===== src/tile_cfg_pkg.sv =====
/*
 * Widths, requester ids and encodings shared by the data-memory port.
 * Imported by the bus record package and every RTL module.
 */
`default_nettype none

package tile_cfg_pkg;

    // --------------------
    // Widths
    // --------------------
    localparam int unsigned ADDR_W    = 40;
    localparam int unsigned DATA_W    = 64;
    localparam int unsigned BE_W      = DATA_W / 8;
    localparam int unsigned SIZE_W    = 3;
    localparam int unsigned PTW_CMD_W = 5;

    // --------------------
    // Requesters
    // --------------------
    // Requester count is tied to the sid encoding
    localparam int unsigned NREQ  = 2;
    localparam int unsigned SID_W = 1;

    localparam logic [SID_W-1:0] SID_PTW  = 1'b0;
    localparam logic [SID_W-1:0] SID_CORE = 1'b1;

    // Walker command that maps to an atomic OR
    localparam logic [PTW_CMD_W-1:0] PTW_CMD_AMO_OR = 5'b01010;

    // Memory operation codes
    typedef enum logic [1:0] {
        MEM_LOAD   = 2'd0,
        MEM_STORE  = 2'd1,
        MEM_AMO_OR = 2'd2
    } mem_op_e;

endpackage

`default_nettype wire


===== src/tile_mem_pkg.sv =====
/*
 * Bus records for requester requests, memory requests and responses.
 * Built on the constants of the configuration package.
 */
`default_nettype none

package tile_mem_pkg;

    import tile_cfg_pkg::*;

    // --------------------
    // Requester side
    // --------------------

    // Walker request, command still raw
    typedef struct packed {
        logic [ADDR_W-1:0]    addr;
        logic [DATA_W-1:0]    data;
        logic [PTW_CMD_W-1:0] cmd;
        logic [SIZE_W-1:0]    size;
    } ptw_req_t;

    // Load/store path request
    typedef struct packed {
        logic [ADDR_W-1:0] addr;
        logic [DATA_W-1:0] wdata;
        mem_op_e           op;
        logic [BE_W-1:0]   be;
        logic [SIZE_W-1:0] size;
        logic              need_rsp;
    } core_req_t;

    // --------------------
    // Memory side
    // --------------------

    // Same fields as core_req_t, tagged with the requester id
    typedef struct packed {
        logic [ADDR_W-1:0] addr;
        logic [DATA_W-1:0] wdata;
        mem_op_e           op;
        logic [BE_W-1:0]   be;
        logic [SIZE_W-1:0] size;
        logic              need_rsp;
        logic [SID_W-1:0]  sid;
    } mem_req_t;

    // Read response, steered back by sid
    typedef struct packed {
        logic [SID_W-1:0]  sid;
        logic [DATA_W-1:0] rdata;
    } mem_rsp_t;

    // Arbiter to router, one per accepted request
    typedef struct packed {
        logic             valid;
        logic [SID_W-1:0] sid;
        logic             need_rsp;
    } issue_t;

endpackage

`default_nettype wire


===== src/ptw_req_decode.sv =====
/*
 * Translates a page table walker request into a memory request.
 * Purely combinational, sits in front of the arbiter's walker input.
 */
`timescale 1ns/1ps
`default_nettype none

module ptw_req_decode
    import tile_cfg_pkg::*, tile_mem_pkg::*;
(
    // Raw walker request
    input  ptw_req_t ptw_req_i,

    // Decoded request toward the arbiter
    output mem_req_t mem_req_o
);

    // --------------------
    // Command decode
    // --------------------

    // Only one walker command is special, the rest are plain loads
    logic is_amo_or;

    assign is_amo_or = (ptw_req_i.cmd == PTW_CMD_AMO_OR);

    // --------------------
    // Request build
    // --------------------

    always_comb begin
        // Address, data and size go through untouched
        mem_req_o.addr  = ptw_req_i.addr;
        mem_req_o.wdata = ptw_req_i.data;
        mem_req_o.size  = ptw_req_i.size;

        // AMO-OR writes the whole word, a load writes nothing
        if (is_amo_or) begin
            mem_req_o.op = MEM_AMO_OR;
            mem_req_o.be = {BE_W{1'b1}};
        end else begin
            mem_req_o.op = MEM_LOAD;
            mem_req_o.be = {BE_W{1'b0}};
        end

        // Walker always waits for its data
        mem_req_o.need_rsp = 1'b1;
        mem_req_o.sid      = SID_PTW;
    end

endmodule

`default_nettype wire


===== src/dmem_arbiter.sv =====
/*
 * Fixed-priority arbiter between walker and load/store path, with one
 * registered slot toward memory. Walker wins when both are eligible.
 */
`timescale 1ns/1ps
`default_nettype none

module dmem_arbiter
    import tile_cfg_pkg::*, tile_mem_pkg::*;
(
    input  logic            clk_i,
    input  logic            rst_n_i,

    // Walker, already decoded
    input  logic            ptw_valid_i,
    output logic            ptw_ready_o,
    input  mem_req_t        ptw_req_i,

    // Load/store path
    input  logic            core_valid_i,
    output logic            core_ready_o,
    input  core_req_t       core_req_i,

    // Outstanding flags from the router
    input  logic [NREQ-1:0] busy_i,

    // Memory request port
    output logic            mem_req_valid_o,
    input  logic            mem_req_ready_i,
    output mem_req_t        mem_req_o,

    // Acceptance pulse to the router
    output issue_t          issue_o
);

    logic     slot_valid_q;
    mem_req_t slot_q;

    logic     slot_free;
    logic     grant_ptw;
    logic     grant_core;
    logic     grant_any;
    mem_req_t core_req_tagged;
    mem_req_t slot_d;

    // --------------------
    // Grant
    // --------------------

    // Slot takes a new entry when empty or draining this cycle
    assign slot_free = !slot_valid_q || mem_req_ready_i;

    assign ptw_ready_o  = slot_free && !busy_i[SID_PTW];
    // Core is held off while the walker takes the slot
    assign core_ready_o = slot_free && !busy_i[SID_CORE] && !(ptw_valid_i && ptw_ready_o);

    assign grant_ptw  = ptw_valid_i && ptw_ready_o;
    assign grant_core = core_valid_i && core_ready_o;
    assign grant_any  = grant_ptw || grant_core;

    always_comb begin
        core_req_tagged.addr     = core_req_i.addr;
        core_req_tagged.wdata    = core_req_i.wdata;
        core_req_tagged.op       = core_req_i.op;
        core_req_tagged.be       = core_req_i.be;
        core_req_tagged.size     = core_req_i.size;
        core_req_tagged.need_rsp = core_req_i.need_rsp;
        core_req_tagged.sid      = SID_CORE;
    end

    assign slot_d = grant_ptw ? ptw_req_i : core_req_tagged;

    // One pulse per accepted request
    assign issue_o.valid    = grant_any;
    assign issue_o.sid      = slot_d.sid;
    assign issue_o.need_rsp = slot_d.need_rsp;

    // --------------------
    // Output slot
    // --------------------

    always_ff @(posedge clk_i) begin
        if (!rst_n_i) begin
            slot_valid_q <= 1'b0;
        end else if (grant_any) begin
            slot_valid_q <= 1'b1;
        end else if (mem_req_ready_i) begin
            slot_valid_q <= 1'b0;
        end
    end

    // Payload only moves on a grant
    always_ff @(posedge clk_i) begin
        if (grant_any) begin
            slot_q <= slot_d;
        end
    end

    assign mem_req_valid_o = slot_valid_q;
    assign mem_req_o       = slot_q;

endmodule

`default_nettype wire


===== src/dmem_resp_router.sv =====
/*
 * Tracks one outstanding request per requester and steers memory
 * responses back by sid. Busy flags throttle the arbiter.
 */
`timescale 1ns/1ps
`default_nettype none

module dmem_resp_router
    import tile_cfg_pkg::*, tile_mem_pkg::*;
(
    input  logic              clk_i,
    input  logic              rst_n_i,

    // Accepted request from the arbiter
    input  issue_t            issue_i,

    // Memory response port, always accepted
    input  logic              mem_rsp_valid_i,
    input  mem_rsp_t          mem_rsp_i,

    // Outstanding flags, indexed by sid
    output logic [NREQ-1:0]   busy_o,

    // Per-requester responses
    output logic              ptw_rsp_valid_o,
    output logic [DATA_W-1:0] ptw_rdata_o,
    output logic              core_rsp_valid_o,
    output logic [DATA_W-1:0] core_rdata_o
);

    logic [NREQ-1:0] busy_q;
    logic [NREQ-1:0] busy_d;

    // --------------------
    // Outstanding flags
    // --------------------

    always_comb begin
        busy_d = busy_q;
        // Response frees its requester
        if (mem_rsp_valid_i) begin
            busy_d[mem_rsp_i.sid] = 1'b0;
        end
        // Fire-and-forget requests leave the flag alone
        if (issue_i.valid && issue_i.need_rsp) begin
            busy_d[issue_i.sid] = 1'b1;
        end
    end

    always_ff @(posedge clk_i) begin
        if (!rst_n_i) begin
            busy_q <= '0;
        end else begin
            busy_q <= busy_d;
        end
    end

    assign busy_o = busy_q;

    // --------------------
    // Response steering
    // --------------------
    assign ptw_rsp_valid_o  = mem_rsp_valid_i && (mem_rsp_i.sid == SID_PTW);
    assign core_rsp_valid_o = mem_rsp_valid_i && (mem_rsp_i.sid == SID_CORE);

    // Data is shared, the valids qualify it
    assign ptw_rdata_o  = mem_rsp_i.rdata;
    assign core_rdata_o = mem_rsp_i.rdata;

endmodule

`default_nettype wire


===== src/dmem_port_top.sv =====
/*
 * Data-memory side of the tile: walker decode, arbitration onto one
 * memory port and response routing back to walker and load/store path.
 */
`timescale 1ns/1ps
`default_nettype none

module dmem_port_top
    import tile_cfg_pkg::*, tile_mem_pkg::*;
(
    input  logic              clk_i,
    input  logic              rst_n_i,

    // Page table walker, requester 0
    input  logic              ptw_req_valid_i,
    output logic              ptw_req_ready_o,
    input  ptw_req_t          ptw_req_i,
    output logic              ptw_rsp_valid_o,
    output logic [DATA_W-1:0] ptw_rdata_o,

    // Load/store path, requester 1
    input  logic              core_req_valid_i,
    output logic              core_req_ready_o,
    input  core_req_t         core_req_i,
    output logic              core_rsp_valid_o,
    output logic [DATA_W-1:0] core_rdata_o,

    // Memory
    output logic              mem_req_valid_o,
    input  logic              mem_req_ready_i,
    output mem_req_t          mem_req_o,
    input  logic              mem_rsp_valid_i,
    input  mem_rsp_t          mem_rsp_i
);

    mem_req_t        ptw_mem_req;
    issue_t          issue;
    logic [NREQ-1:0] busy;

    // --------------------
    // Decode
    // --------------------
    ptw_req_decode i_ptw_req_decode (
        .ptw_req_i ( ptw_req_i   ),
        .mem_req_o ( ptw_mem_req )
    );

    // --------------------
    // Issue
    // --------------------
    dmem_arbiter i_dmem_arbiter (
        .clk_i           ( clk_i            ),
        .rst_n_i         ( rst_n_i          ),
        .ptw_valid_i     ( ptw_req_valid_i  ),
        .ptw_ready_o     ( ptw_req_ready_o  ),
        .ptw_req_i       ( ptw_mem_req      ),
        .core_valid_i    ( core_req_valid_i ),
        .core_ready_o    ( core_req_ready_o ),
        .core_req_i      ( core_req_i       ),
        .busy_i          ( busy             ),
        .mem_req_valid_o ( mem_req_valid_o  ),
        .mem_req_ready_i ( mem_req_ready_i  ),
        .mem_req_o       ( mem_req_o        ),
        .issue_o         ( issue            )
    );

    // --------------------
    // Result
    // --------------------
    dmem_resp_router i_dmem_resp_router (
        .clk_i            ( clk_i            ),
        .rst_n_i          ( rst_n_i          ),
        .issue_i          ( issue            ),
        .mem_rsp_valid_i  ( mem_rsp_valid_i  ),
        .mem_rsp_i        ( mem_rsp_i        ),
        .busy_o           ( busy             ),
        .ptw_rsp_valid_o  ( ptw_rsp_valid_o  ),
        .ptw_rdata_o      ( ptw_rdata_o      ),
        .core_rsp_valid_o ( core_rsp_valid_o ),
        .core_rdata_o     ( core_rdata_o     )
    );

endmodule

`default_nettype wire


===== config.mk =====
export PLATFORM = sky130hd
export DESIGN_NAME = dmem_port_top
export DESIGN_NICKNAME = d
export VERILOG_FILES = /design/src/tile_cfg_pkg.sv /design/src/tile_mem_pkg.sv /design/src/ptw_req_decode.sv /design/src/dmem_arbiter.sv /design/src/dmem_resp_router.sv /design/src/dmem_port_top.sv
export SDC_FILE = /design/constraint.sdc
export NUM_CORES = 1
export LEC_CHECK = 0
export BUFFER_PORTS_ARGS = -buffer_cell sky130_fd_sc_hd__clkbuf_2
export CAP_MARGIN = 20
export CORE_AREA = 4 4 212 214
export CTS_CLUSTER_DIAMETER = 200
export DETAILED_ROUTE_END_ITERATION = 8
export DIE_AREA = 0 0 216 218
export PLACE_DENSITY_LB_ADDON = 0.08
export SLEW_MARGIN = 20
export SYNTH_ARGS = -nofsm -noshare
export SYNTH_HDL_FRONTEND = slang
export SYNTH_SLANG_ARGS = --single-unit
export TNS_END_PERCENT = 1

===== constraint.sdc =====
create_clock -name clk_i -period 17.4 [get_ports clk_i]
set_clock_uncertainty 0.05 [all_clocks]
set_input_delay 5.22 -clock clk_i [delete_from_list [all_inputs] [get_ports clk_i]]
set_output_delay 5.22 -clock clk_i [all_outputs]
set_load 0.1 [all_outputs]

# After elaboration in Yosys (flattened, before gate mapping)
# Cells that the tools add are included.
# word_totals
output_inout_bits	252
ff_bits	122
input_bits	301
wordCells	45
# classes
reduce_logical	17
order_cmp	4
n_bitwise	4
n_mux	10
eq_ne	1
# op_table
operator	n
$mux 119	1
$logic_and 1x1->1	10
$mux 10	1
$eq 5x4->1 const B	1
$logic_not 1->1	4
$lt 1x2->1 const B	2
$mux 1	4
$mux 2	2
$and 2x2->2	1
$demux 1 s1	2
$ge 1x1->1 const B	2
$logic_or 1x1->1	2
$not 2->2	1
$or 2x2->2	1
$reduce_bool 2->1	1
$not 1->1	1

# Logic depth before layout (Yosys ltp)
# depth
word_depth	11
depth_mapped	6
ltp_nobuf	3

# Hierarchy
# A second synthesis with hierarchy kept.
# hier_totals
cells_unflattened	525
hier_area_um2	7508.5
# by_module_without_submodules
module	seq_area_each_um2	cells_each	instances	area_per_inst_um2
dmem_arbiter	3593.4	264	1	5534.1
dmem_resp_router	40.0	138	1	1059.8
ptw_req_decode	0.0	123	1	914.6

# Worst setup path after synthesis
# Ideal clock, no wire load.
# synth_timing
path_type	in2reg
from	input port mem_req_ready_i
to	register i_dmem_arbiter.slot_q (netlist bit i_dmem_arbiter.mem_req_o[0]), enable pin
path_buffers	1
stages	3
required_ns	16.589
setup_time_ns	0.761
arrival_time_ns	13.711
setup_slack_ns	2.878
cell_sequence	nor2b_1 > buf_6 > o21ai_0
# synth_between
elab_chain_cells	7
word_cells_on_any_way	8
cone_classes	reduce/logical: 8
# synth_rtl
element	line_no	rtl
start: declaration	dmem_port_top.sv:30	input logic mem_req_ready_i,
$logic_or 1x1->1 (*)	dmem_arbiter.sv:51	assign slot_free = !slot_valid_q || mem_req_ready_i;
$logic_and 1x1->1	dmem_arbiter.sv:53	assign ptw_ready_o = slot_free && !busy_i[SID_PTW];
$logic_and 1x1->1	dmem_arbiter.sv:55, dmem_arbiter.sv:57	
$logic_not 1->1	dmem_arbiter.sv:55	assign core_ready_o = slot_free && !busy_i[SID_CORE] && !(ptw_valid_i && ptw_ready_o);
$logic_and 1x1->1	dmem_arbiter.sv:55	
$logic_and 1x1->1	dmem_arbiter.sv:58	assign grant_core = core_valid_i && core_ready_o;
$logic_or 1x1->1 (*)	dmem_arbiter.sv:59	assign grant_any = grant_ptw || grant_core;
named net i_dmem_arbiter.grant_any	dmem_arbiter.sv:42	logic grant_any;
end signal: assignment	dmem_arbiter.sv:95	slot_q <= slot_d;
end: declaration	dmem_arbiter.sv:37	mem_req_t slot_q;
# Mark *: on every way through the listed nets, which the timed path passes. The rest lies on a longest branch.
# A chain may end at the register's enable or synchronous reset.

# Worst setup path after layout
# layout_timing
from	input port mem_req_ready_i
to	output port core_req_ready_o
# layout_between
elab_chain_cells	5
word_cells_on_any_way	6
cone_classes	reduce/logical: 6
# layout_rtl
element	line_no	rtl
$logic_or 1x1->1 (*)	dmem_arbiter.sv:51	
$logic_and 1x1->1	dmem_arbiter.sv:53	
$logic_and 1x1->1	dmem_arbiter.sv:55	
$logic_not 1->1	dmem_arbiter.sv:55	
$logic_and 1x1->1 (*)	dmem_arbiter.sv:55	
end: declaration	dmem_port_top.sv:23	output logic core_req_ready_o,
# Mark *: on every way between the ends. The rest lies on a longest branch, timed or not.

==> flow_summary.json <==
{
  "status": "completed",
  "max-slew-margin-rel_pct": 32.8,
  "power_leakage_nw": 3.92,
  "antenna_found_initial": 1,
  "cp-startpoint": "mem_req_ready_i",
  "netSwitchingFraction_pct": 40.4,
  "r2r_cells": 5,
  "dr.pass1.iters": 4,
  "rr_endpoint": "i_dmem_arbiter.mem_req_o[25]",
  "numCtsBuffers": 17,
  "final_hold_viol_count": 0,
  "drive_gt1_share_pct": 76.3,
  "total_power_mw": 1.12,
  "clk_path_buf_depth": 2,
  "syn_to_final_growth_pct": 31.6,
  "p_comb_share_pct": 34.6,
  "power.internal_mw": 0.668,
  "cp_max_fo": 7,
  "hpwl_mm": 20.5,
  "critPathTopFamily": "simple AND/OR/NAND/NOR gates",
  "synthesis.area_mm2": 0.00645,
  "synth_nets": 701,
  "syn_inst": 400,
  "drcViolationCount": 0,
  "worstSkewPairLatency_ns": 0.42,
  "grt_overflow": 0,
  "setup_viol": 0,
  "worstPathArrival_ns": 6.38,
  "power-per-cell-area_mw_per_mm2": 132,
  "finalCriticalPeriod_ns": 11.65,
  "fmax_ghz": 0.0858,
  "p_seq_share_pct": 33.6,
  "endpoint_kind": "primary output",
  "final_area_mm2": 0.00849,
  "seq_area_frac_synth_pct": 56.3,
  "ir_worst_vdd_mv": 0.0459,
  "fp.dieH_um": 218,
  "final_nets": 942,
  "drt-total-wl_mm": 25.3,
  "critPathKind": "input port to primary output",
  "p_sw_mw": 0.452,
  "clock_power_share_pct": 31.8,
  "num_io_pins": 553,
  "synth_area_leaders": "edfxtp_1, mux2_4, buf_4",
  "worstSetupEndpoint": "core_req_ready_o",
  "async_reset_ff_share_pct": 0,
  "grt_max_degree": 67,
  "die-area_mm2": 0.0471,
  "portBuffers": 360,
  "timing.setup.tns_ns": 0,
  "dpl_cell_area_mm2": 0.00792,
  "worstPathRequired_ns": 12.13,
  "crit_path_max_incr_delay_ns": 0.53,
  "synth-seq-cells": 122,
  "rsz0062_at_grt": "no",
  "period_share_pct": 67.0,
  "grt_pass1_wl_mm": 34.2,
  "start_kind": "input port",
  "cts_htree_levels": 4,
  "cts-resized-gates": 0,
  "slew_violations": 0,
  "cp_num_cells": 4,
  "slowest_stage": "nor2b_1",
  "drt_iter0_drc": 135,
  "fin_ws_ns": 5.75,
  "worstMarginPinSlew_ns": 1.01,
  "cts_tree": "built",
  "initial_core_util_pct": 15.1,
  "synth.distinct_cells": 22,
  "dpl_worst_slack_ns": 5.73,
  "reg2reg_slack_ns": 13.91,
  "via_per_inst": 3.27,
  "cts.clk_slew.worst_paths_ns": 0.05,
  "yosysMostFrequentCell": "buf_4",
  "yosys.area.top_type_share_pct": 55.4,
  "postCtsSetupBuffers": 0,
  "root_buffer": "clkbuf_16",
  "path_cells": "clkbuf_2 -> nor2b_1 -> nor3_1 -> clkbuf_2",
  "fillers": 4675,
  "grt_pass1_vias": 4531,
  "avgSynthCellArea_um2": 16.1,
  "hold_path.class": "flip-flop to flip-flop",
  "crit_buf_inv": 2,
  "cp_common_cell": "clkbuf_2",
  "reg2reg_from": "i_dmem_arbiter.mem_req_valid_o",
  "holdWs_ns": 0.519,
  "ant_nets": 0,
  "hold_buffers": 0,
  "yosys_warnings": 0,
  "synth-edff-count": 119,
  "synth_top_cell_by_area": "edfxtp_1",
  "num_vias": 4056,
  "synth_flop_cell": "edfxtp_1",
  "die_w_um": 216,
  "row_count": 76,
  "clkSinkCount": 122,
  "core_mm2": 0.0429,
  "grt_use_total_pct": 10.2,
  "cap_violations": 0,
  "gp_congestion": 0.783,
  "synthTopCellsByCount": "buf_4, edfxtp_1, mux2_4, mux2_2, a21o_1",
  "route.detailed.wl_per_inst_um": 20.4
}
==> cell usage in the layout (no fill, tap or decap), types with 4 or more instances in the layout <==
cell type / Yosys / routed
clkbuf_1: 0 / 4
a21o_1: 9 / 9
buf_4: 128 / 4
mux2_2: 31 / 31
clkbuf_16: 0 / 17
clkbuf_2: 0 / 360
clkinv_1: 0 / 4
edfxtp_1: 119 / 119
mux2_4: 76 / 76
==> cells by family after synthesis <==
family,Yosys count,share of synthesized area [%]
muxes,107,23.1
buffers and inverters,142,17.3
DFF,122,56.3
and+or+nand+nor,16,1.86
AOI/OAI and AO/OA,13,1.47
==> final cells by class <==
class                   instances  area, um^2  share of cell area (%)
multi-input cells             136        1730                    20.3
repair buffers                364        1830                    21.6
well taps                     585         732                    8.62
clock buffers                  21         440                    5.19
flip-flops and latches        122        3630                    42.8
clock inverters                11         128                    1.50
diodes                          1        2.50                  0.0295
==> per-layer routing <==
layer	vias up	GRT usage (%)	share of wire, %
li1	1804	-	-
met4	2	4.50	3.1
met2	261	18.2	52
met1	1918	10.5	36
met3	71	4.42	9.2
met5	-	0	0.048
==> through the flow <==
| stage | utilization, % | std cells |
|---|---|---|
| final | 19.8 | 1240 |
| after detailed placement | 18.5 | 1207 |
| after global placement | 18.5 | 1207 |
| after CTS | 19.8 | 1239 |
| after global routing | 19.8 | 1239 |
| after floorplan | - | 400 |
==> sequential cells by signal (all words and copies together) (netlist names) <==
register / cells
i_dmem_arbiter.mem_req_o: 119
i_dmem_arbiter.mem_req_valid_o: 1
i_dmem_resp_router.busy_o: 2
==> tightest hold or removal path, cell delays in order, from the launching register on <==
cell and delay [ns]:
dfxtp_1 0.35, nand2b_1 0.09, a21boi_0 0.07
==> worst min path at each step <==
stage | startpoint | endpoint | cells past startpoint
floorplan | i_dmem_resp_router.busy_o[0] | i_dmem_resp_router.busy_o[0] | 2
global placement | i_dmem_resp_router.busy_o[0] | i_dmem_resp_router.busy_o[0] | 2
detailed placement | i_dmem_resp_router.busy_o[0] | i_dmem_resp_router.busy_o[0] | 2
CTS | i_dmem_resp_router.busy_o[0] | i_dmem_resp_router.busy_o[0] | 2
global route | i_dmem_resp_router.busy_o[0] | i_dmem_resp_router.busy_o[0] | 2
finish | i_dmem_resp_router.busy_o[0] | i_dmem_resp_router.busy_o[0] | 2
==> power by group through the flow <==
| stage | clock [mW] | sequential (mW) | combinational, mW |
|---|---|---|---|
| detailed placement | 0 | 0.383 | 0.393 |
| global placement | 0 | 0.384 | 0.393 |
| finish | 0.356 | 0.377 | 0.387 |
| CTS | 0.374 | 0.377 | 0.394 |
| floorplan | 0 | 0.632 | 0.211 |
| global route | 0.388 | 0.380 | 0.400 |
Power figures use the tool's default switching activity.
